<file path="src/design/fp_fmt_pkg.sv">
// ==========================================================================
// binary32 format package
// field widths, field types and special encodings
// ==========================================================================

package fp_fmt_pkg;

    localparam int EXP_W = 8;
    localparam int MAN_W = 23;
    localparam int SIG_W = 24;
    localparam int GRS_W = 7;

    // carry bit, significand, extra low bits
    localparam int WIDE_W = SIG_W + GRS_W + 1;

    typedef logic [31:0]        fp32_t;
    typedef logic [EXP_W-1:0]   exp_t;
    typedef logic [MAN_W-1:0]   man_t;
    typedef logic [SIG_W-1:0]   sig_t;
    typedef logic [WIDE_W-1:0]  wide_t;

    localparam exp_t  EXP_MAX = '1;
    localparam fp32_t QNAN    = 32'h7FC0_0000;

endpackage

</file>
<file path="src/design/fpu_pipe_pkg.sv">
// ==========================================================================
// FPU pipeline package
// operations, rounding modes, flags, controller states and stage structs
// ==========================================================================

package fpu_pipe_pkg;

    typedef enum logic [5:0] {
        OP_ADD = 6'b000001,
        OP_SUB = 6'b000010
    } fpu_op_e;

    typedef enum logic [2:0] {
        RNE = 3'b000,
        RTZ = 3'b001,
        RDN = 3'b010,
        RUP = 3'b011,
        RMM = 3'b100,
        DYN = 3'b111
    } rm_e;

    // NV DZ OF UF NX from the top bit down
    typedef logic [4:0] fflags_t;

    localparam int FLAG_NV = 4;
    localparam int FLAG_OF = 2;
    localparam int FLAG_NX = 0;

    typedef enum logic {
        S_IDLE,
        S_BUSY
    } ctrl_state_e;

    typedef struct packed {
        fp_fmt_pkg::fp32_t a;
        fp_fmt_pkg::fp32_t b;
        logic              sub;
        rm_e               rm;
    } add_req_t;

    // NaN and infinity results bypass the datapath
    typedef struct packed {
        logic              take;
        fp_fmt_pkg::fp32_t value;
        fflags_t           flags;
    } spec_t;

    typedef struct packed {
        logic               sign;
        fp_fmt_pkg::exp_t   exp;
        fp_fmt_pkg::sig_t   big_sig;
        fp_fmt_pkg::wide_t  small_sig;
        logic               eff_sub;
        rm_e                rm;
        spec_t              spec;
    } align_stage_t;

    typedef struct packed {
        fp_fmt_pkg::wide_t  sum;
        logic               sign;
        fp_fmt_pkg::exp_t   exp;
        rm_e                rm;
        spec_t              spec;
    } sum_stage_t;

    typedef struct packed {
        fp_fmt_pkg::wide_t  norm;
        fp_fmt_pkg::exp_t   lzc;
        logic               carry;
        logic               zero;
        logic               sign;
        fp_fmt_pkg::exp_t   exp;
        rm_e                rm;
        spec_t              spec;
    } norm_stage_t;

endpackage

</file>
<file path="src/design/fp_add_align.sv">
// ==========================================================================
// first adder stage that unpacks, classifies specials, orders and aligns
// ==========================================================================

module fp_add_align (
    input  logic                        clk,
    input  logic                        rst,
    input  logic                        valid_i,
    input  fpu_pipe_pkg::add_req_t      req_i,
    output logic                        valid_o,
    output fpu_pipe_pkg::align_stage_t  stage_o
);

    fp_fmt_pkg::fp32_t               b_eff;
    fp_fmt_pkg::exp_t                ea;
    fp_fmt_pkg::exp_t                eb;
    fp_fmt_pkg::exp_t                ea_eff;
    fp_fmt_pkg::exp_t                eb_eff;
    fp_fmt_pkg::exp_t                diff;
    fp_fmt_pkg::man_t                ma;
    fp_fmt_pkg::man_t                mb;
    fp_fmt_pkg::sig_t                sa;
    fp_fmt_pkg::sig_t                sb;
    fp_fmt_pkg::sig_t                sig_small;
    logic                            a_nan;
    logic                            b_nan;
    logic                            a_inf;
    logic                            b_inf;
    logic                            a_ge_b;
    logic [2*fp_fmt_pkg::WIDE_W-1:0] shift_full;
    fp_fmt_pkg::wide_t               small_sh;
    fpu_pipe_pkg::spec_t             spec;

    // subtraction runs as addition with b negated
    assign b_eff = {req_i.b[31] ^ req_i.sub, req_i.b[30:0]};

    assign ea = req_i.a[fp_fmt_pkg::MAN_W +: fp_fmt_pkg::EXP_W];
    assign eb = b_eff[fp_fmt_pkg::MAN_W +: fp_fmt_pkg::EXP_W];
    assign ma = req_i.a[fp_fmt_pkg::MAN_W-1:0];
    assign mb = b_eff[fp_fmt_pkg::MAN_W-1:0];

    assign a_nan = (ea == fp_fmt_pkg::EXP_MAX) && (ma != '0);
    assign b_nan = (eb == fp_fmt_pkg::EXP_MAX) && (mb != '0);
    assign a_inf = (ea == fp_fmt_pkg::EXP_MAX) && (ma == '0);
    assign b_inf = (eb == fp_fmt_pkg::EXP_MAX) && (mb == '0);

    // subnormals get a hidden 0 and exponent 1
    assign sa     = {ea != '0, ma};
    assign sb     = {eb != '0, mb};
    assign ea_eff = (ea == '0) ? fp_fmt_pkg::exp_t'(1) : ea;
    assign eb_eff = (eb == '0) ? fp_fmt_pkg::exp_t'(1) : eb;

    assign a_ge_b    = ({ea, ma} >= {eb, mb});
    assign sig_small = a_ge_b ? sb : sa;
    assign diff      = a_ge_b ? (ea_eff - eb_eff) : (eb_eff - ea_eff);

    // ======================================================================
    // alignment shift with sticky collapse
    // ======================================================================
    assign shift_full = {1'b0, sig_small, {fp_fmt_pkg::GRS_W{1'b0}},
                         {fp_fmt_pkg::WIDE_W{1'b0}}} >> diff;

    always_comb begin
        if (diff >= fp_fmt_pkg::WIDE_W) begin
            small_sh = fp_fmt_pkg::wide_t'(|sig_small);
        end else begin
            small_sh = shift_full[2*fp_fmt_pkg::WIDE_W-1 -: fp_fmt_pkg::WIDE_W]
                     | fp_fmt_pkg::wide_t'(|shift_full[fp_fmt_pkg::WIDE_W-1:0]);
        end
    end

    always_comb begin
        spec = '0;
        if (a_nan || b_nan || (a_inf && b_inf && (req_i.a[31] != b_eff[31]))) begin
            spec.take                        = 1'b1;
            spec.value                       = fp_fmt_pkg::QNAN;
            spec.flags[fpu_pipe_pkg::FLAG_NV] = 1'b1;
        end else if (a_inf) begin
            spec.take  = 1'b1;
            spec.value = req_i.a;
        end else if (b_inf) begin
            spec.take  = 1'b1;
            spec.value = b_eff;
        end
    end

    always_ff @(posedge clk) begin
        if (rst) begin
            valid_o <= 1'b0;
        end else begin
            valid_o <= valid_i;
        end
    end

    always_ff @(posedge clk) begin
        if (valid_i) begin
            stage_o.sign      <= a_ge_b ? req_i.a[31] : b_eff[31];
            stage_o.exp       <= a_ge_b ? ea_eff : eb_eff;
            stage_o.big_sig   <= a_ge_b ? sa : sb;
            stage_o.small_sig <= small_sh;
            stage_o.eff_sub   <= req_i.a[31] ^ b_eff[31];
            stage_o.rm        <= req_i.rm;
            stage_o.spec      <= spec;
        end
    end

endmodule

</file>
<file path="src/design/fp_add_normalize.sv">
// ==========================================================================
// third adder stage with leading-zero count and normalizing left shift
// ==========================================================================

module fp_add_normalize (
    input  logic                       clk,
    input  logic                       rst,
    input  logic                       valid_i,
    input  fpu_pipe_pkg::sum_stage_t   stage_i,
    output logic                       valid_o,
    output fpu_pipe_pkg::norm_stage_t  stage_o
);

    fp_fmt_pkg::exp_t lzc;
    logic             found;

    // scan from the carry bit down
    always_comb begin
        found = 1'b0;
        lzc   = '0;
        for (int i = fp_fmt_pkg::WIDE_W - 1; i >= 0; i--) begin
            if (!found && stage_i.sum[i]) begin
                found = 1'b1;
                lzc   = fp_fmt_pkg::exp_t'(fp_fmt_pkg::WIDE_W - 1 - i);
            end
        end
    end

    always_ff @(posedge clk) begin
        if (rst) begin
            valid_o <= 1'b0;
        end else begin
            valid_o <= valid_i;
        end
    end

    always_ff @(posedge clk) begin
        if (valid_i) begin
            stage_o.norm  <= stage_i.sum << lzc;
            stage_o.lzc   <= lzc;
            stage_o.carry <= stage_i.sum[fp_fmt_pkg::WIDE_W-1];
            stage_o.zero  <= !found;
            stage_o.sign  <= stage_i.sign;
            stage_o.exp   <= stage_i.exp;
            stage_o.rm    <= stage_i.rm;
            stage_o.spec  <= stage_i.spec;
        end
    end

endmodule

</file>
<file path="src/design/fp_add_round.sv">
// ==========================================================================
// last adder stage with rounding, exponent adjust, overflow and result select
// ==========================================================================

module fp_add_round (
    input  logic                       clk,
    input  logic                       rst,
    input  logic                       valid_i,
    input  fpu_pipe_pkg::norm_stage_t  stage_i,
    output fp_fmt_pkg::fp32_t          result_o,
    output fpu_pipe_pkg::fflags_t      fflags_o,
    output logic                       result_valid_o
);

    fpu_pipe_pkg::norm_stage_t      n_q;
    logic                           valid_q;
    fp_fmt_pkg::sig_t               sig_trunc;
    logic                           lsb;
    logic                           guard;
    logic                           rnd;
    logic                           sticky;
    logic                           inexact;
    logic                           inc;
    logic [fp_fmt_pkg::SIG_W:0]     sig_rnd;
    logic [fp_fmt_pkg::EXP_W+1:0]   exp_full;
    logic                           overflow;
    fp_fmt_pkg::fp32_t              result_d;
    fpu_pipe_pkg::fflags_t          flags_d;

    always_ff @(posedge clk) begin
        if (valid_i) begin
            n_q <= stage_i;
        end
    end

    // leading one sits in the carry position after normalize
    assign sig_trunc = n_q.norm[fp_fmt_pkg::WIDE_W-1 -: fp_fmt_pkg::SIG_W];
    assign lsb       = n_q.norm[fp_fmt_pkg::GRS_W+1];
    assign guard     = n_q.norm[fp_fmt_pkg::GRS_W];
    assign rnd       = n_q.norm[fp_fmt_pkg::GRS_W-1];
    assign sticky    = |n_q.norm[fp_fmt_pkg::GRS_W-2:0];
    assign inexact   = guard | rnd | sticky;

    always_comb begin
        case (n_q.rm)
            fpu_pipe_pkg::RTZ: inc = 1'b0;
            fpu_pipe_pkg::RDN: inc = n_q.sign & inexact;
            fpu_pipe_pkg::RUP: inc = !n_q.sign & inexact;
            fpu_pipe_pkg::RMM: inc = guard;
            default:           inc = guard & (rnd | sticky | lsb);
        endcase
    end

    assign sig_rnd = {1'b0, sig_trunc} + (fp_fmt_pkg::SIG_W + 1)'(inc);

    // mantissa overflow from rounding bumps the exponent
    always_comb begin
        if (n_q.carry) begin
            exp_full = {2'b00, n_q.exp} + (fp_fmt_pkg::EXP_W + 2)'(1);
        end else begin
            exp_full = {2'b00, n_q.exp} + (fp_fmt_pkg::EXP_W + 2)'(1) - {2'b00, n_q.lzc};
        end
        exp_full = exp_full + (fp_fmt_pkg::EXP_W + 2)'(sig_rnd[fp_fmt_pkg::SIG_W]);
    end

    assign overflow = !exp_full[fp_fmt_pkg::EXP_W+1]
                   && (exp_full[fp_fmt_pkg::EXP_W:0] >= {1'b0, fp_fmt_pkg::EXP_MAX});

    // ======================================================================
    // output select
    // ======================================================================
    always_comb begin
        result_d = {n_q.sign, exp_full[fp_fmt_pkg::EXP_W-1:0],
                    sig_rnd[fp_fmt_pkg::MAN_W-1:0]};
        flags_d  = '0;
        flags_d[fpu_pipe_pkg::FLAG_NX] = inexact;
        if (n_q.spec.take) begin
            result_d = n_q.spec.value;
            flags_d  = n_q.spec.flags;
        end else if (n_q.zero) begin
            result_d = '0;
            flags_d  = '0;
        end else if (overflow) begin
            result_d = {n_q.sign, fp_fmt_pkg::EXP_MAX, fp_fmt_pkg::man_t'(0)};
            flags_d[fpu_pipe_pkg::FLAG_OF] = 1'b1;
            flags_d[fpu_pipe_pkg::FLAG_NX] = 1'b1;
        end
    end

    always_ff @(posedge clk) begin
        if (rst) begin
            valid_q        <= 1'b0;
            result_valid_o <= 1'b0;
            result_o       <= '0;
            fflags_o       <= '0;
        end else begin
            valid_q        <= valid_i;
            result_valid_o <= valid_q;
            if (valid_q) begin
                result_o <= result_d;
                fflags_o <= flags_d;
            end
        end
    end

endmodule

</file>
<file path="src/design/fp_add_sum.sv">
// ==========================================================================
// second adder stage that adds or subtracts the aligned significands
// ==========================================================================

module fp_add_sum (
    input  logic                        clk,
    input  logic                        rst,
    input  logic                        valid_i,
    input  fpu_pipe_pkg::align_stage_t  stage_i,
    output logic                        valid_o,
    output fpu_pipe_pkg::sum_stage_t    stage_o
);

    fp_fmt_pkg::wide_t big_w;
    fp_fmt_pkg::wide_t sum_d;

    assign big_w = {1'b0, stage_i.big_sig, {fp_fmt_pkg::GRS_W{1'b0}}};

    // big operand is never smaller, so no borrow out
    assign sum_d = stage_i.eff_sub ? (big_w - stage_i.small_sig)
                                   : (big_w + stage_i.small_sig);

    always_ff @(posedge clk) begin
        if (rst) begin
            valid_o <= 1'b0;
        end else begin
            valid_o <= valid_i;
        end
    end

    always_ff @(posedge clk) begin
        if (valid_i) begin
            stage_o.sum  <= sum_d;
            stage_o.sign <= stage_i.sign;
            stage_o.exp  <= stage_i.exp;
            stage_o.rm   <= stage_i.rm;
            stage_o.spec <= stage_i.spec;
        end
    end

endmodule

</file>
<file path="src/design/fpu_ctrl.sv">
// ==========================================================================
// request controller
// holds one operation at a time, decodes the opcode, resolves DYN rounding
// ==========================================================================

module fpu_ctrl (
    input  logic                    clk,
    input  logic                    rst,
    input  logic                    req_valid_i,
    input  logic [6:0]              fp_instruction_i,
    input  fpu_pipe_pkg::rm_e       rm_i,
    input  fpu_pipe_pkg::rm_e       csr_rm_i,
    input  fp_fmt_pkg::fp32_t       rs1_i,
    input  fp_fmt_pkg::fp32_t       rs2_i,
    input  logic                    done_i,
    output logic                    req_taken_o,
    output logic                    launch_o,
    output fpu_pipe_pkg::add_req_t  req_o
);

    fpu_pipe_pkg::ctrl_state_e state;
    fpu_pipe_pkg::ctrl_state_e state_nxt;
    logic                      op_add;
    logic                      op_sub;
    logic                      take;

    assign op_add = (fp_instruction_i == {1'b0, fpu_pipe_pkg::OP_ADD});
    assign op_sub = (fp_instruction_i == {1'b0, fpu_pipe_pkg::OP_SUB});

    always_comb begin
        state_nxt = state;
        take      = 1'b0;
        case (state)
            fpu_pipe_pkg::S_IDLE: begin
                take = req_valid_i && (op_add || op_sub);
                if (take) begin
                    state_nxt = fpu_pipe_pkg::S_BUSY;
                end
            end
            fpu_pipe_pkg::S_BUSY: begin
                // next request only in the done cycle
                if (done_i) begin
                    take = req_valid_i && (op_add || op_sub);
                    if (!take) begin
                        state_nxt = fpu_pipe_pkg::S_IDLE;
                    end
                end
            end
            default: state_nxt = fpu_pipe_pkg::S_IDLE;
        endcase
    end

    always_ff @(posedge clk) begin
        if (rst) begin
            state <= fpu_pipe_pkg::S_IDLE;
        end else begin
            state <= state_nxt;
        end
    end

    assign req_taken_o = take;
    assign launch_o    = take;

    assign req_o.a   = rs1_i;
    assign req_o.b   = rs2_i;
    assign req_o.sub = op_sub;
    assign req_o.rm  = (rm_i == fpu_pipe_pkg::DYN) ? csr_rm_i : rm_i;

endmodule

</file>
<file path="src/design/fpu_top.sv">
// ==========================================================================
// single-precision add/subtract unit
// request controller in front of a four-stage adder pipeline
// ==========================================================================

module fpu_top (
    input  logic                   clk,
    input  logic                   rst,
    input  logic                   req_valid_i,
    input  logic [6:0]             fp_instruction_i,
    input  fpu_pipe_pkg::rm_e      rm_i,
    input  fpu_pipe_pkg::rm_e      csr_rm_i,
    input  fp_fmt_pkg::fp32_t      rs1_i,
    input  fp_fmt_pkg::fp32_t      rs2_i,
    output logic                   req_taken_o,
    output fp_fmt_pkg::fp32_t      result_o,
    output fpu_pipe_pkg::fflags_t  fflags_o,
    output logic                   result_valid_o
);

    logic                        launch;
    fpu_pipe_pkg::add_req_t      req;
    logic                        align_valid;
    fpu_pipe_pkg::align_stage_t  align_stage;
    logic                        sum_valid;
    fpu_pipe_pkg::sum_stage_t    sum_stage;
    logic                        norm_valid;
    fpu_pipe_pkg::norm_stage_t   norm_stage;

    fpu_ctrl u_ctrl (
        .clk              (clk),
        .rst              (rst),
        .req_valid_i      (req_valid_i),
        .fp_instruction_i (fp_instruction_i),
        .rm_i             (rm_i),
        .csr_rm_i         (csr_rm_i),
        .rs1_i            (rs1_i),
        .rs2_i            (rs2_i),
        .done_i           (result_valid_o),
        .req_taken_o      (req_taken_o),
        .launch_o         (launch),
        .req_o            (req)
    );

    fp_add_align u_align (
        .clk     (clk),
        .rst     (rst),
        .valid_i (launch),
        .req_i   (req),
        .valid_o (align_valid),
        .stage_o (align_stage)
    );

    fp_add_sum u_sum (
        .clk     (clk),
        .rst     (rst),
        .valid_i (align_valid),
        .stage_i (align_stage),
        .valid_o (sum_valid),
        .stage_o (sum_stage)
    );

    fp_add_normalize u_norm (
        .clk     (clk),
        .rst     (rst),
        .valid_i (sum_valid),
        .stage_i (sum_stage),
        .valid_o (norm_valid),
        .stage_o (norm_stage)
    );

    fp_add_round u_round (
        .clk            (clk),
        .rst            (rst),
        .valid_i        (norm_valid),
        .stage_i        (norm_stage),
        .result_o       (result_o),
        .fflags_o       (fflags_o),
        .result_valid_o (result_valid_o)
    );

endmodule

</file>
<file path="config.mk">
export PLATFORM = sky130hd
export DESIGN_NAME = fpu_top
export DESIGN_NICKNAME = d
export VERILOG_FILES = /design/src/design/fp_fmt_pkg.sv /design/src/design/fpu_pipe_pkg.sv /design/src/design/fp_add_align.sv /design/src/design/fp_add_normalize.sv /design/src/design/fp_add_round.sv /design/src/design/fp_add_sum.sv /design/src/design/fpu_ctrl.sv /design/src/design/fpu_top.sv
export SDC_FILE = /design/constraint.sdc
export NUM_CORES = 1
export LEC_CHECK = 0
export ABC_AREA = 0
export BUFFER_PORTS_ARGS = -buffer_cell sky130_fd_sc_hd__buf_4
export CAP_MARGIN = 15
export CORE_MARGIN = 2
export CORE_UTILIZATION = 35
export CTS_CLUSTER_SIZE = 30
export DETAILED_ROUTE_END_ITERATION = 10
export PLACE_DENSITY = 0.51
export SLEW_MARGIN = 10
export SYNTH_ARGS = -nofsm -noshare
export SYNTH_HDL_FRONTEND = slang
export SYNTH_HIERARCHICAL = 1
export SYNTH_SLANG_ARGS = --single-unit
export TNS_END_PERCENT = 30
</file>
<file path="constraint.sdc">
create_clock -name clk -period 8.41 [get_ports clk]
set_input_delay 1.2615 -clock clk [delete_from_list [all_inputs] [get_ports clk]]
set_output_delay 1.2615 -clock clk [all_outputs]
set_load 0.005 [all_outputs]
</file>
# Yosys cells after proc, flatten, opt, wreduce, memory -nomap -nowiden
# Index checks and enable logic that the tools add are counted.
[op_classes]
n_bitwise = 11
shifts = 2
n_addsub = 8
n_mux = 91
magnitude_cmp = 3
n_reduce_logical = 88
n_eq_ne = 10
[ops]
columns = ["op", "n"]
rows = [
  ["2-to-1 mux 32 bit", 4],
  ["2-to-1 mux 5 bit", 17],
  [">> shifter 63 x 8 -> 64 bit", 1],
  ["2-to-1 mux 24 bit", 2],
  ["logical NOT 23 bit", 2],
  ["nonzero test 23 bit", 2],
  ["2-to-1 mux 1 bit", 43],
  ["logical AND 1 bit", 39],
  ["logical NOT 1 bit", 34],
  ["2-to-1 mux 33 bit", 1],
  ["adder 31 x 32 -> 32 bit", 1],
  ["2-to-1 mux 4 bit", 8],
  ["2-to-1 mux 8 bit", 4],
  ["bitwise OR 32 x 1 -> 32 bit", 1],
  ["OR reduction 32 bit", 1],
  ["left shift 32 x 5 -> 32 bit", 1],
  ["subtractor 31 x 32 -> 32 bit", 1],
  ["greater-or-equal comparator 31 bit", 1],
  ["2-to-1 mux 31 bit", 1],
  ["adder 24 x 1 -> 25 bit", 1],
  ["OR reduction 24 bit", 1],
  ["== test 8 bit (second input constant)", 2],
  ["logical NOT 8 bit", 2],
  ["nonzero test 8 bit", 2],
  ["other kinds (24)", 41],
]
[totals]
regBits = 400
out_inout_bits = 39
inputBits = 80
elab_cells = 258

# Depth between registers and ports, before layout
# Gate-level depths: netlist of run 1.
[depth]
depth_word = 95
depth_mapped = 21
ltp_nobuf = 20

# Cells and area by module
# Netlist of run 1, hierarchy kept.
[modules_own_cells]
columns = ["mod", "cells_each", "instances", "area_each_um2", "seq_area_each_um2"]
rows = [
  ["fp_add_align", 1016, 1, 8668.3, 3083.0],
  ["fp_add_round", 488, 1, 5975.7, 3543.4],
  ["fp_add_sum", 494, 1, 5180.0, 2482.4],
  ["fp_add_normalize", 447, 1, 4976.0, 2692.6],
  ["fpu_ctrl", 82, 1, 609.3, 20.0],
]

# Least setup slack after synthesis of run 1
# OpenSTA, ideal clock, no wires.
[synth_path]
kind = "in2out"
from = "input port fp_instruction_i[3]"
to = "output port req_taken_o"
path_stages = 4
arrival_ns = 6.668
slack_ns = 0.481
required_ns = 7.148
n_path_buf = 1
cell_sequence = "nor3_2 nand4_1 nor2b_1 buf_4"
[synth_between]
elab_chain_cells = 5
word_cells_on_any_way = 6
cone_classes = "eq/ne (2); mux (2); reduce/logical (2)"
[synth_rtl]
columns = ["element", "line_no", "source"]
rows = [
  ["start: declaration", "fpu_top.sv:10", "input logic [6:0] fp_instruction_i,"],
  ["== test 7 x 1 -> 1 bit / == test 7 x 2 -> 1 bit (equally long branches)", "fpu_ctrl.sv:27, fpu_ctrl.sv:28", ""],
  ["logical OR 1 bit (*)", "fpu_ctrl.sv:35, fpu_ctrl.sv:43", ""],
  ["logical AND 1 bit (*)", "fpu_ctrl.sv:35, fpu_ctrl.sv:43", ""],
  ["2-to-1 mux 1 bit", "fpu_ctrl.sv:42", "if (done_i) begin"],
  ["case mux 1 bit (2 select lines) (*)", "fpu_ctrl.sv:33", "case (state)"],
  ["end: declaration", "fpu_top.sv:15", "output logic req_taken_o,"],
]
# Mark *: on every way between the ends. The rest lies on a longest branch, timed or not.

# Worst setup path after layout of run 1
[layout_path]
from = "input port rs2_i[25]"
to = "register u_align/stage_o[42] in the netlist's numbering (data pin)"
[layout_between]
elab_chain_cells = 8
word_cells_on_any_way = 14
cone_classes = "add/sub (2); order compare (2); shift (1); mux (4); bitwise (1); reduce/logical (4)"
[layout_rtl]
columns = ["element", "line_no", "source"]
rows = [
  ["start: declaration", "fpu_top.sv:14", "input fp_fmt_pkg::fp32_t rs2_i,"],
  ["logical NOT 8 bit", "fp_add_align.sv:51", "assign eb_eff = (eb == '0) ? fp_fmt_pkg::exp_t'(1) : eb;"],
  ["2-to-1 mux 8 bit", "fp_add_align.sv:51", ""],
  ["subtractor 8 bit", "fp_add_align.sv:55", "assign diff = a_ge_b ? (ea_eff - eb_eff) : (eb_eff - ea_eff);"],
  ["2-to-1 mux 8 bit", "fp_add_align.sv:55", ""],
  [">> shifter 63 x 8 -> 64 bit", "fp_add_align.sv:60", "assign shift_full = {1'b0, sig_small, {fp_fmt_pkg::GRS_W{1'b0}},"],
  ["OR reduction 32 bit", "fp_add_align.sv:68", "| fp_fmt_pkg::wide_t'(|shift_full[fp_fmt_pkg::WIDE_W-1:0]);"],
  ["bitwise OR 32 x 1 -> 32 bit", "fp_add_align.sv:68", ""],
  ["2-to-1 mux 1 bit (*)", "fp_add_align.sv:64", "if (diff >= fp_fmt_pkg::WIDE_W) begin"],
  ["via u_align.small_sh[0]", "fp_add_align.sv:31", "fp_fmt_pkg::wide_t small_sh;"],
  ["end: declaration", "fp_add_align.sv:11", "output fpu_pipe_pkg::align_stage_t stage_o"],
]
# Mark *: on every way through the listed nets, which the timed path passes. The rest lies on a longest branch.
# A chain may end at the register's enable or synchronous reset.

==> results of run 1 <==
[path summary, 6_finish.rpt]
kind	depth (start not counted)	to	from
max	14	u_align/stage_o[42]	rs2_i[25]
min reg2reg	0	u_norm/stage_o[31]	u_sum/stage_o[31]
min	0	u_norm/stage_o[31]	u_sum/stage_o[31]
max reg2reg	20	u_round/result_o[11]	u_round/n_q[38]
[synthesized netlist by cell type (28+ instances only)]
| library cell | n |
|---|---|
| nor3_1 | 55 |
| nor2b_1 | 43 |
| dfxtp_1 | 43 |
| buf_2 | 29 |
| a211oi_1 | 51 |
| buf_4 | 77 |
| nand4_1 | 31 |
| mux2i_1 | 82 |
| clkbuf_1 | 85 |
| ha_1 | 107 |
| nand2_1 | 204 |
| o21ai_0 | 135 |
| xnor2_1 | 52 |
| nor2_1 | 196 |
| edfxtp_1 | 365 |
| nand3_1 | 67 |
| inv_1 | 126 |
| nor4_1 | 34 |
| a31oi_1 | 28 |
| a21oi_1 | 190 |
[cells by family (layout without fill, tap and decap cells)]
group | after synthesis | after routing | synth area share, %
adders and majority gates | 111 | 111 | 5.584
buffers and inverters | 344 | 372 | 6.677
and+or+nand+nor | 776 | 776 | 15.18
muxes | 99 | 99 | 3.998
DFF | 408 | 408 | 46.52
AOI/OAI and AO/OA | 712 | 712 | 19.36
other | 2 | 30 | 0.02956
xor gates and xnor gates | 75 | 75 | 2.644
[layout make-up]
type	instances	area, sq um
multi-input cells	1803	12050
repair buffers	156	1171
fillers	7123	43410
flip-flops and latches	408	11830
inverters	132	508.0
clock buffers	55	1225
well taps	950	1189
clock inverters	29	340.3
[through the flow]
step | utilization, % | hold WS, ns | std cells
floorplan | - | 0.4003 | 2555
global placement | 37.28 | 0.4004 | 3449
detailed placement | 37.29 | 0.4045 | 3449
CTS | 39.48 | 0.4146 | 3533
global route | 39.48 | 0.4215 | 3533
finish | 39.48 | 0.4123 | 3533
[metal layers]
metal | wire length, um | GRT usage [%]
met1 | 35630 | 28.06
met3 | 3505 | 2.342
met4 | 3199 | 8.527
met5 | 0 | 0
met2 | 40830 | 37.87
[report_power, final]
group          switching [W]  total, W  internal, W
registers         0.00000290   0.00220      0.00219
clock network       0.000838   0.00205      0.00121
logic               0.000576  0.000840     0.000264
[sequential cells by signal, summed over array words and instances (netlist names), 5 cells and up]
name              flops
u_sum/stage_o        82
u_round/fflags_o      5
u_round/n_q          90
u_align/stage_o     102
u_norm/stage_o       89
u_round/result_o     32
[critical path: cells and delay by family]
| family | cells | cell delay [ns] |
|---|---|---|
| adder cells (fa/ha/maj) | 1 | 0.58 |
| buffers and inverters | 2 | 0.17 |
| AO/OA/AOI/OAI | 8 | 2.62 |
| AND/OR/NAND/NOR | 2 | 1.27 |
| multiplexers | 1 | 0.23 |
==> results.toml, run 1 <==
[outcome]
status = "completed"

[clock_network]
cts-root-buf = "clkbuf_16"
cts_hold_buf = 0
cts_resized = 0
clkSlewWorstSetupHoldPaths_ns = 0.06
clkLatencyLatePin_ns = 0.59
clock-sinks = 408
cts_max_level = 2
numCtsBuffers = 46
clk_path_buf_depth = 3
cts_tree = "yes"
post_cts_buffers = 0

[die]
ios = 119
die_w_um = 273.4
coreArea_sq_mm = 0.07173
rows = 98
die_area_sq_mm = 0.07477
start_util_pct = 35.42
die_y_um = 273.4

[worst_setup_path]
required_ns = 8.75
slowest_stage = "nand2_1"
worst-path-max-fanout = 23
path_common_cell = "a21oi_1"
critical_path_class = "input pin to flop"
critPathArrivalTime_ns = 6.16
rrSetupSlack_ns = 2.80
worstPathCellList = "buf_4, inv_1, ha_1, a21oi_1, a21oi_1, o21ai_1, nand2_1, o211ai_1, mux2i_1, a211oi_2, o221ai_1, or4_1, o311a_1, o31a_1"
critPathLaunchType = "input pin"
cp-end-kind = "flop"
slowest_delay_ns = 0.72

[global_routing]
antenna_found_initial = 4
grt_util_all_layers_pct = 21.90
grt_pass1_wl_um = 124600
first_global_vias = 19720
overflow = 0
grt_max_degree = 64

[timing]
finalWorstSetupSlack_ns = 2.588
max_slew_margin_pct = 21.90
hold_viol = 0
finalMaxSlewViolations = 0
setup_viol = 0
fmax_mhz = 171.8
period_share_pct = 69.22
rsz0062_at_grt = "false"
worst_slew_pin_slew_ns = 1.164
skew_ns = 0.03293
fin_setup_tns_ns = 0
layout_min_cycle_time_ns = 5.822

[final_layout]
final_common_cell = "edfxtp_1"
final_cell_mix = "edfxtp_1 (365), nand2_1 (204), nor2_1 (195)"
area_growth_syn_to_layout_pct = 11.44
design_area_sq_mm = 0.02832
layout-drive-gt1-share_pct = 12.89
antenna_cells = 0
finalNetCount = 2738

[routing]
ant_nets = 0
via_per_inst = 5.611
dr.pass1.iters = 5
wl_per_cell_um = 23.54
drc = 0
drt_iter0_markers = 1815
vias = 19820
drt-total-wl_um = 83170

[synthesis]
yosysTopAreaCell = "edfxtp_1"
synth_edf_count = 365
synth_top_area_share_pct = 43.14
synthCells = 2527
syn_area_sq_mm = 0.02541
synth_seq_area_share_pct = 46.52
async_flop_share_pct = 0
synthTopCellsByArea = "edfxtp_1 (43%), ha_1 (5.3%), a21oi_1 (3.7%)"
synth_warnings = 6
syn_area_per_cell_sq_um = 10.06
synthFlopType = "edfxtp_1"
synth_cell_types = 112
synth-seq-cells = 408

[min_path]
hold_class = "flop to flop"

[placement]
placedInstanceArea_sq_mm = 0.02675
place.gp.congestion = 0.9811
place.detailed.hpwl_um = 63480
io_buffers = 118
post-place-ws_ns = 2.053

[job]
maxCapViolCount = 0

[power]
power_w = 0.005086
ir_drop_mv = 0.2089
power_density_mw_per_mm2 = 179.6
leakage_nw = 10.30
Note: power is estimated with default switching activity, not from simulation.
==> run 2, diff against run 1 <==
clock period = 5.4 ns   (was 8.41 ns; I/O delays follow)
==> run 2 against run 1 <==
Sequential power up 55%. Via count up 4.2%. Critical path depth up 7. Critical endpoint is now u_round/result_o[30]. Largest cell class unchanged.
==> results.toml, run 2 (same netlist as run 1, synthesis figures left out) <==
[outcome]
status = "completed"

[die]
die_w_um = 273.4
start_util_pct = 35.42
rows = 98
die_y_um = 273.4
coreArea_sq_mm = 0.07173
ios = 119
die_area_sq_mm = 0.07477

[power]
power_density_mw_per_mm2 = 278.4
power_w = 0.008160
leakage_nw = 10.93
ir_drop_mv = 0.2034

[routing]
drt-total-wl_um = 83580
wl_per_cell_um = 22.87
ant_nets = 0
vias = 20660
drc = 0
drt_iter0_markers = 1922
dr.pass1.iters = 6
via_per_inst = 5.652

[worst_setup_path]
worst-path-max-fanout = 10
worstPathCellList = "nor2_1, a21o_1, o221ai_1, a21oi_1, ha_1, ha_1, nand3_1, nor2_1, nand3_1, nor2_1, and3_1, and3_1, ha_1, ha_1, nand4_1, xnor2_1, mux2i_1, buf_4, o311a_1, o32a_1, a211oi_2"
required_ns = 5.91
critPathLaunchType = "flop"
critical_path_class = "flop to flop"
cp-end-kind = "flop"
path_common_cell = "ha_1"
slowest_stage = "o32a_1"
slowest_delay_ns = 0.55
critPathArrivalTime_ns = 5.46

[clock_network]
post_cts_buffers = 0
clkLatencyLatePin_ns = 0.59
numCtsBuffers = 46
clock-sinks = 408
clk_path_buf_depth = 3
clkSlewWorstSetupHoldPaths_ns = 0.07
cts_tree = "yes"
cts_hold_buf = 0
cts_resized = 0
cts-root-buf = "clkbuf_16"
cts_max_level = 2

[timing]
fmax_mhz = 201.8
setup_viol = 0
hold_viol = 0
rsz0062_at_grt = "false"
fin_setup_tns_ns = 0
skew_ns = 0.02649
finalMaxSlewViolations = 0
worst_slew_pin_slew_ns = 1.129
finalWorstSetupSlack_ns = 0.4447
max_slew_margin_pct = 24.75
layout_min_cycle_time_ns = 4.955
period_share_pct = 91.76

[final_layout]
final_common_cell = "edfxtp_1"
reg.largest.list = "u_align/stage_o (102), u_round/n_q (90), u_norm/stage_o (89)"
antenna_cells = 0
final_cell_mix = "edfxtp_1 (365), buf_4 (270), nand2_1 (204)"
top_register = "u_align/stage_o"
finalNetCount = 2860
layout-drive-gt1-share_pct = 16.75
area_growth_syn_to_layout_pct = 15.34
largest_register_ffs = 102

[global_routing]
use_met3_pct = 2.272
first_global_vias = 20480
overflow = 0
top_usage_layer = "met2"
grt_pass1_wl_um = 125600
gr-usage-met2_pct = 36.42
grt_util_all_layers_pct = 21.98
grt_util_met1_pct = 28.44
grt_max_degree = 88
antenna_found_initial = 0

[job]
maxCapViolCount = 0

[placement]
io_buffers = 118
place.gp.congestion = 0.9610
place.detailed.hpwl_um = 64800
post-place-ws_ns = 0.08542

[min_path]
hold_class = "flop to flop"
[run 2: cell types whose count changed in the layout (fill, tap and decap cells not counted), moves of 2 or more]
cell       previous run  this run
buf_4               156       270
buf_12                0         8
a2111oi_0             5         7
clkbuf_8              4         2
clkinv_2              3         5
[run 2: final cells by class]
type | count | area (sq um)
Tap cell | 950 | 1189
Clock inverter | 30 | 364.1
Fill cell | 6938 | 42420
Timing Repair Buffer | 278 | 2187
Multi-Input combinational cell | 1803 | 12030
Clock buffer | 54 | 1201
Inverter | 132 | 508.0
Sequential cell | 408 | 11830
[run 2: worst paths after layout]
path                            cells after the start  slack, ns              endpoint                 from
worst min-delay path                                0       0.41     u_sum/stage_o[17]  u_align/stage_o[17]
worst max register to register                     21       0.44  u_round/result_o[30]      u_round/n_q[38]
worst max-delay path                               21       0.44  u_round/result_o[30]      u_round/n_q[38]
worst min register to register                      0       0.41     u_sum/stage_o[17]  u_align/stage_o[17]
[run 2: power breakdown]
part / internal, W / total (W) / switching (W)
sequential: 0.00342 / 0.00342 / 0.00000463
clock: 0.00190 / 0.00321 / 0.00130
combinational: 0.000591 / 0.00153 / 0.000939
[run 2: worst max-delay path, delay by kind of cell, from the launching register on]
kind / cells / cell delay [ns]
AND/OR/NAND/NOR: 8 / 1.42
buffers and inverters: 1 / 0.19
AO/OA/AOI/OAI: 6 / 1.62
multiplexers: 1 / 0.09
adder cells (fa/ha/maj): 4 / 0.98
flip-flops: 1 / 0.41
XOR/XNOR: 1 / 0.17
[run 2: metal layers]
layer  vias up  part of all wire [%]
met5         -                     0
met2       725                    47
met3       179                   4.7
li1       9693                     -
met1     10060                    43
met4         0                   5.4
[run 2: per-stage QoR]
stage / util, % / cells / instance area (sq um) / hold slack (ns)
6_report: 40.86 / 3655 / 29310 / 0.4098
5_1_grt: 40.86 / 3655 / 29310 / 0.4221
4_1_cts: 40.86 / 3655 / 29310 / 0.4139
3_5_place_dp: 38.68 / 3571 / 27740 / 0.4045
3_3_place_gp: 38.68 / 3571 / 27740 / 0.4005
2_1_floorplan: - / 2555 / 25520 / 0.4003
==> run 3, diff against run 2 <==
==> constraint.sdc (replaced) <==
create_clock -name clk -period 5.4 [get_ports clk]
set_input_delay 1.08 -clock clk [delete_from_list [all_inputs] [get_ports clk]]
set_output_delay 1.08 -clock clk [all_outputs]
set_load 0.005 [all_outputs]
==> run 3 against run 2 <==
Setup slack improved by 0.018 ns. Non-clock buffer count is 87 higher. First-iteration DRC count grew 1.9%. Via count increased by 0.30%. Combinational power rose by 9%. Critical path depth unchanged. Fmax up 0.37%. Cell count is 2.2% higher. Clock-buffer cell count rose by 1. Highest routed layer unchanged. Power fell by 2.0%. Hold slack got worse by 0.0050 ns.
==> results.toml, run 3 (same netlist as run 1, synthesis figures left out) <==
[timing]
rsz0062_at_grt = "false"
max_slew_margin_pct = 30.86
period_share_pct = 91.42
setup_viol = 0
finalMaxSlewViolations = 0
fin_setup_tns_ns = 0
worst_slew_pin_slew_ns = 1.037
finalWorstSetupSlack_ns = 0.4631
layout_min_cycle_time_ns = 4.937
fmax_mhz = 202.6
hold_viol = 0
skew_ns = 0.02364
holdWs_ns = 0.4048

[worst_setup_path]
critPathArrivalTime_ns = 5.44
slowest_delay_ns = 0.53
worst-path-max-fanout = 10
path_common_cell = "ha_1"
worstPathCellList = "nor2_1, a21o_1, o221ai_1, a21oi_1, ha_1, ha_1, nand3_1, nor2_2, nand3_1, nor2_1, and3_1, and3_1, ha_2, ha_1, nand4_1, xnor2_1, mux2i_1, buf_4, o311a_1, o32a_2, a211oi_2"
critPathLaunchType = "flop"
required_ns = 5.91
cp-end-kind = "flop"
slowest_stage = "o32a_2"
critical_path_class = "flop to flop"

[routing]
vias = 20720
ant_nets = 0
wl_per_cell_um = 23.14
drc = 0
via_per_inst = 5.546
drt-total-wl_um = 86440
dr.pass1.iters = 6
drt_iter0_markers = 1959

[final_layout]
top_register = "u_align/stage_o"
final_common_cell = "edfxtp_1"
reg.largest.list = "u_align/stage_o (102), u_round/n_q (90), u_norm/stage_o (89)"
area_growth_syn_to_layout_pct = 17.24
largest_register_ffs = 102
final_cell_mix = "edfxtp_1 (365), buf_4 (356), nand2_1 (204)"
design_area_sq_mm = 0.02979
finalNetCount = 2945
layout-drive-gt1-share_pct = 19.07
nFillCells = 7045

[power]
p_comb_share_pct = 20.9
p_switching_w = 0.002208
clockPowerShare_pct = 36.3
switching_share_pct = 27.62
power_density_mw_per_mm2 = 268.4
leakage_nw = 11.26
power_w = 0.007995
ir_drop_mv = 0.2484
p_int_w = 0.005786
p_seq_share_pct = 42.8

[placement]
post-place-ws_ns = -0.06806
place.detailed.hpwl_um = 67760
io_buffers = 118
placedInstanceArea_sq_mm = 0.02841
place.gp.congestion = 0.9559

[global_routing]
overflow = 0
grt_max_degree = 63
grt_util_all_layers_pct = 22.83
grt_pass1_wl_um = 129600
antenna_found_initial = 1
first_global_vias = 20640

[min_path]
hold_class = "flop to flop"

[die]
coreArea_sq_mm = 0.07173
die_w_um = 273.4
die_area_sq_mm = 0.07477
die_y_um = 273.4
ios = 119
start_util_pct = 35.42
rows = 98

[clock_network]
clkSlewWorstSetupHoldPaths_ns = 0.06
clock-sinks = 408
clkLatencyLatePin_ns = 0.59
numCtsBuffers = 44
cts_tree = "yes"
cts_max_level = 2
cts-root-buf = "clkbuf_16"
post_cts_buffers = 0
clk_path_buf_depth = 3

[job]
maxCapViolCount = 0

[outcome]
status = "completed"
-- run 3: cell count changes in the layout (fill, tap and decap cells not counted), sizes merged --
cell	before	now
bufinv	6	3
buf	278	365
clkinv	18	20
diode	0	1
clkbuf	54	55
clkinvlp	2	0
inv	136	131
-- run 3: metrics by stage --
step,cells,utilization (%)
floorplan,2555,-
global placement,3658,39.61
detailed placement,3658,39.61
CTS,3735,41.52
global route,3735,41.53
finish,3736,41.53
-- run 3: worst paths after layout --
path / from / to / slack [ns] / depth (start not counted)
max: u_round/n_q[38] / u_round/result_o[30] / 0.46 / 21
min: u_sum/stage_o[7] / u_norm/stage_o[7] / 0.40 / 0
max reg2reg: u_round/n_q[38] / u_round/result_o[30] / 0.46 / 21
min reg2reg: u_sum/stage_o[7] / u_norm/stage_o[7] / 0.40 / 0
-- run 3: layout make-up --
class	count	area (sq um)	area share [%]
clock buffers	55	1164	3.906
well taps	950	1189	3.990
diodes	1	2.502	0.008400
clock inverters	22	207.7	0.6972
repair buffers	365	2853	9.576
multi-input cells	1803	12030	40.39
inverters	132	508.0	1.705
flip-flops and latches	408	11830	39.72
-- run 3: timing repair --
item | CTS | global route
endpoints found under the setup margin | 0 | 33
hold buffers | 0 | 0
gates resized for setup | 0 | 3
-- run 3: metal layers --
metal / vias up / GRT usage [%] / wire length (um) / part of all wire, %
met2: 606 / 39.49 / 41930 / 49
met5: - / 0 / 0 / 0
met3: 161 / 2.211 / 3340 / 3.9
met4: 0 / 10.17 / 4119 / 4.8
met1: 10100 / 28.88 / 37050 / 43
li1: 9851 / - / - / -
-- run 3: critical path, delay by kind of cell (launching register included) --
family                     cells  cell delay, ns
AOI/OAI and AO/OA              6            1.60
adders and majority gates      4            0.93
DFF                            1            0.42
xor gates and xnor gates       1            0.16
and+or+nand+nor                8            1.43
buffers and inverters          1            0.20
muxes                          1            0.09
-- run 3: power groups by stage --
stage / registers (W) / logic [W] / clock network, W
final: 0.00342 / 0.00167 / 0.00290
after global routing: 0.00342 / 0.00179 / 0.00310
after CTS: 0.00342 / 0.00166 / 0.00298
after global placement: 0.00349 / 0.00165 / 0
after detailed placement: 0.00349 / 0.00165 / 0
after floorplan: 0.00349 / 0.000845 / 0
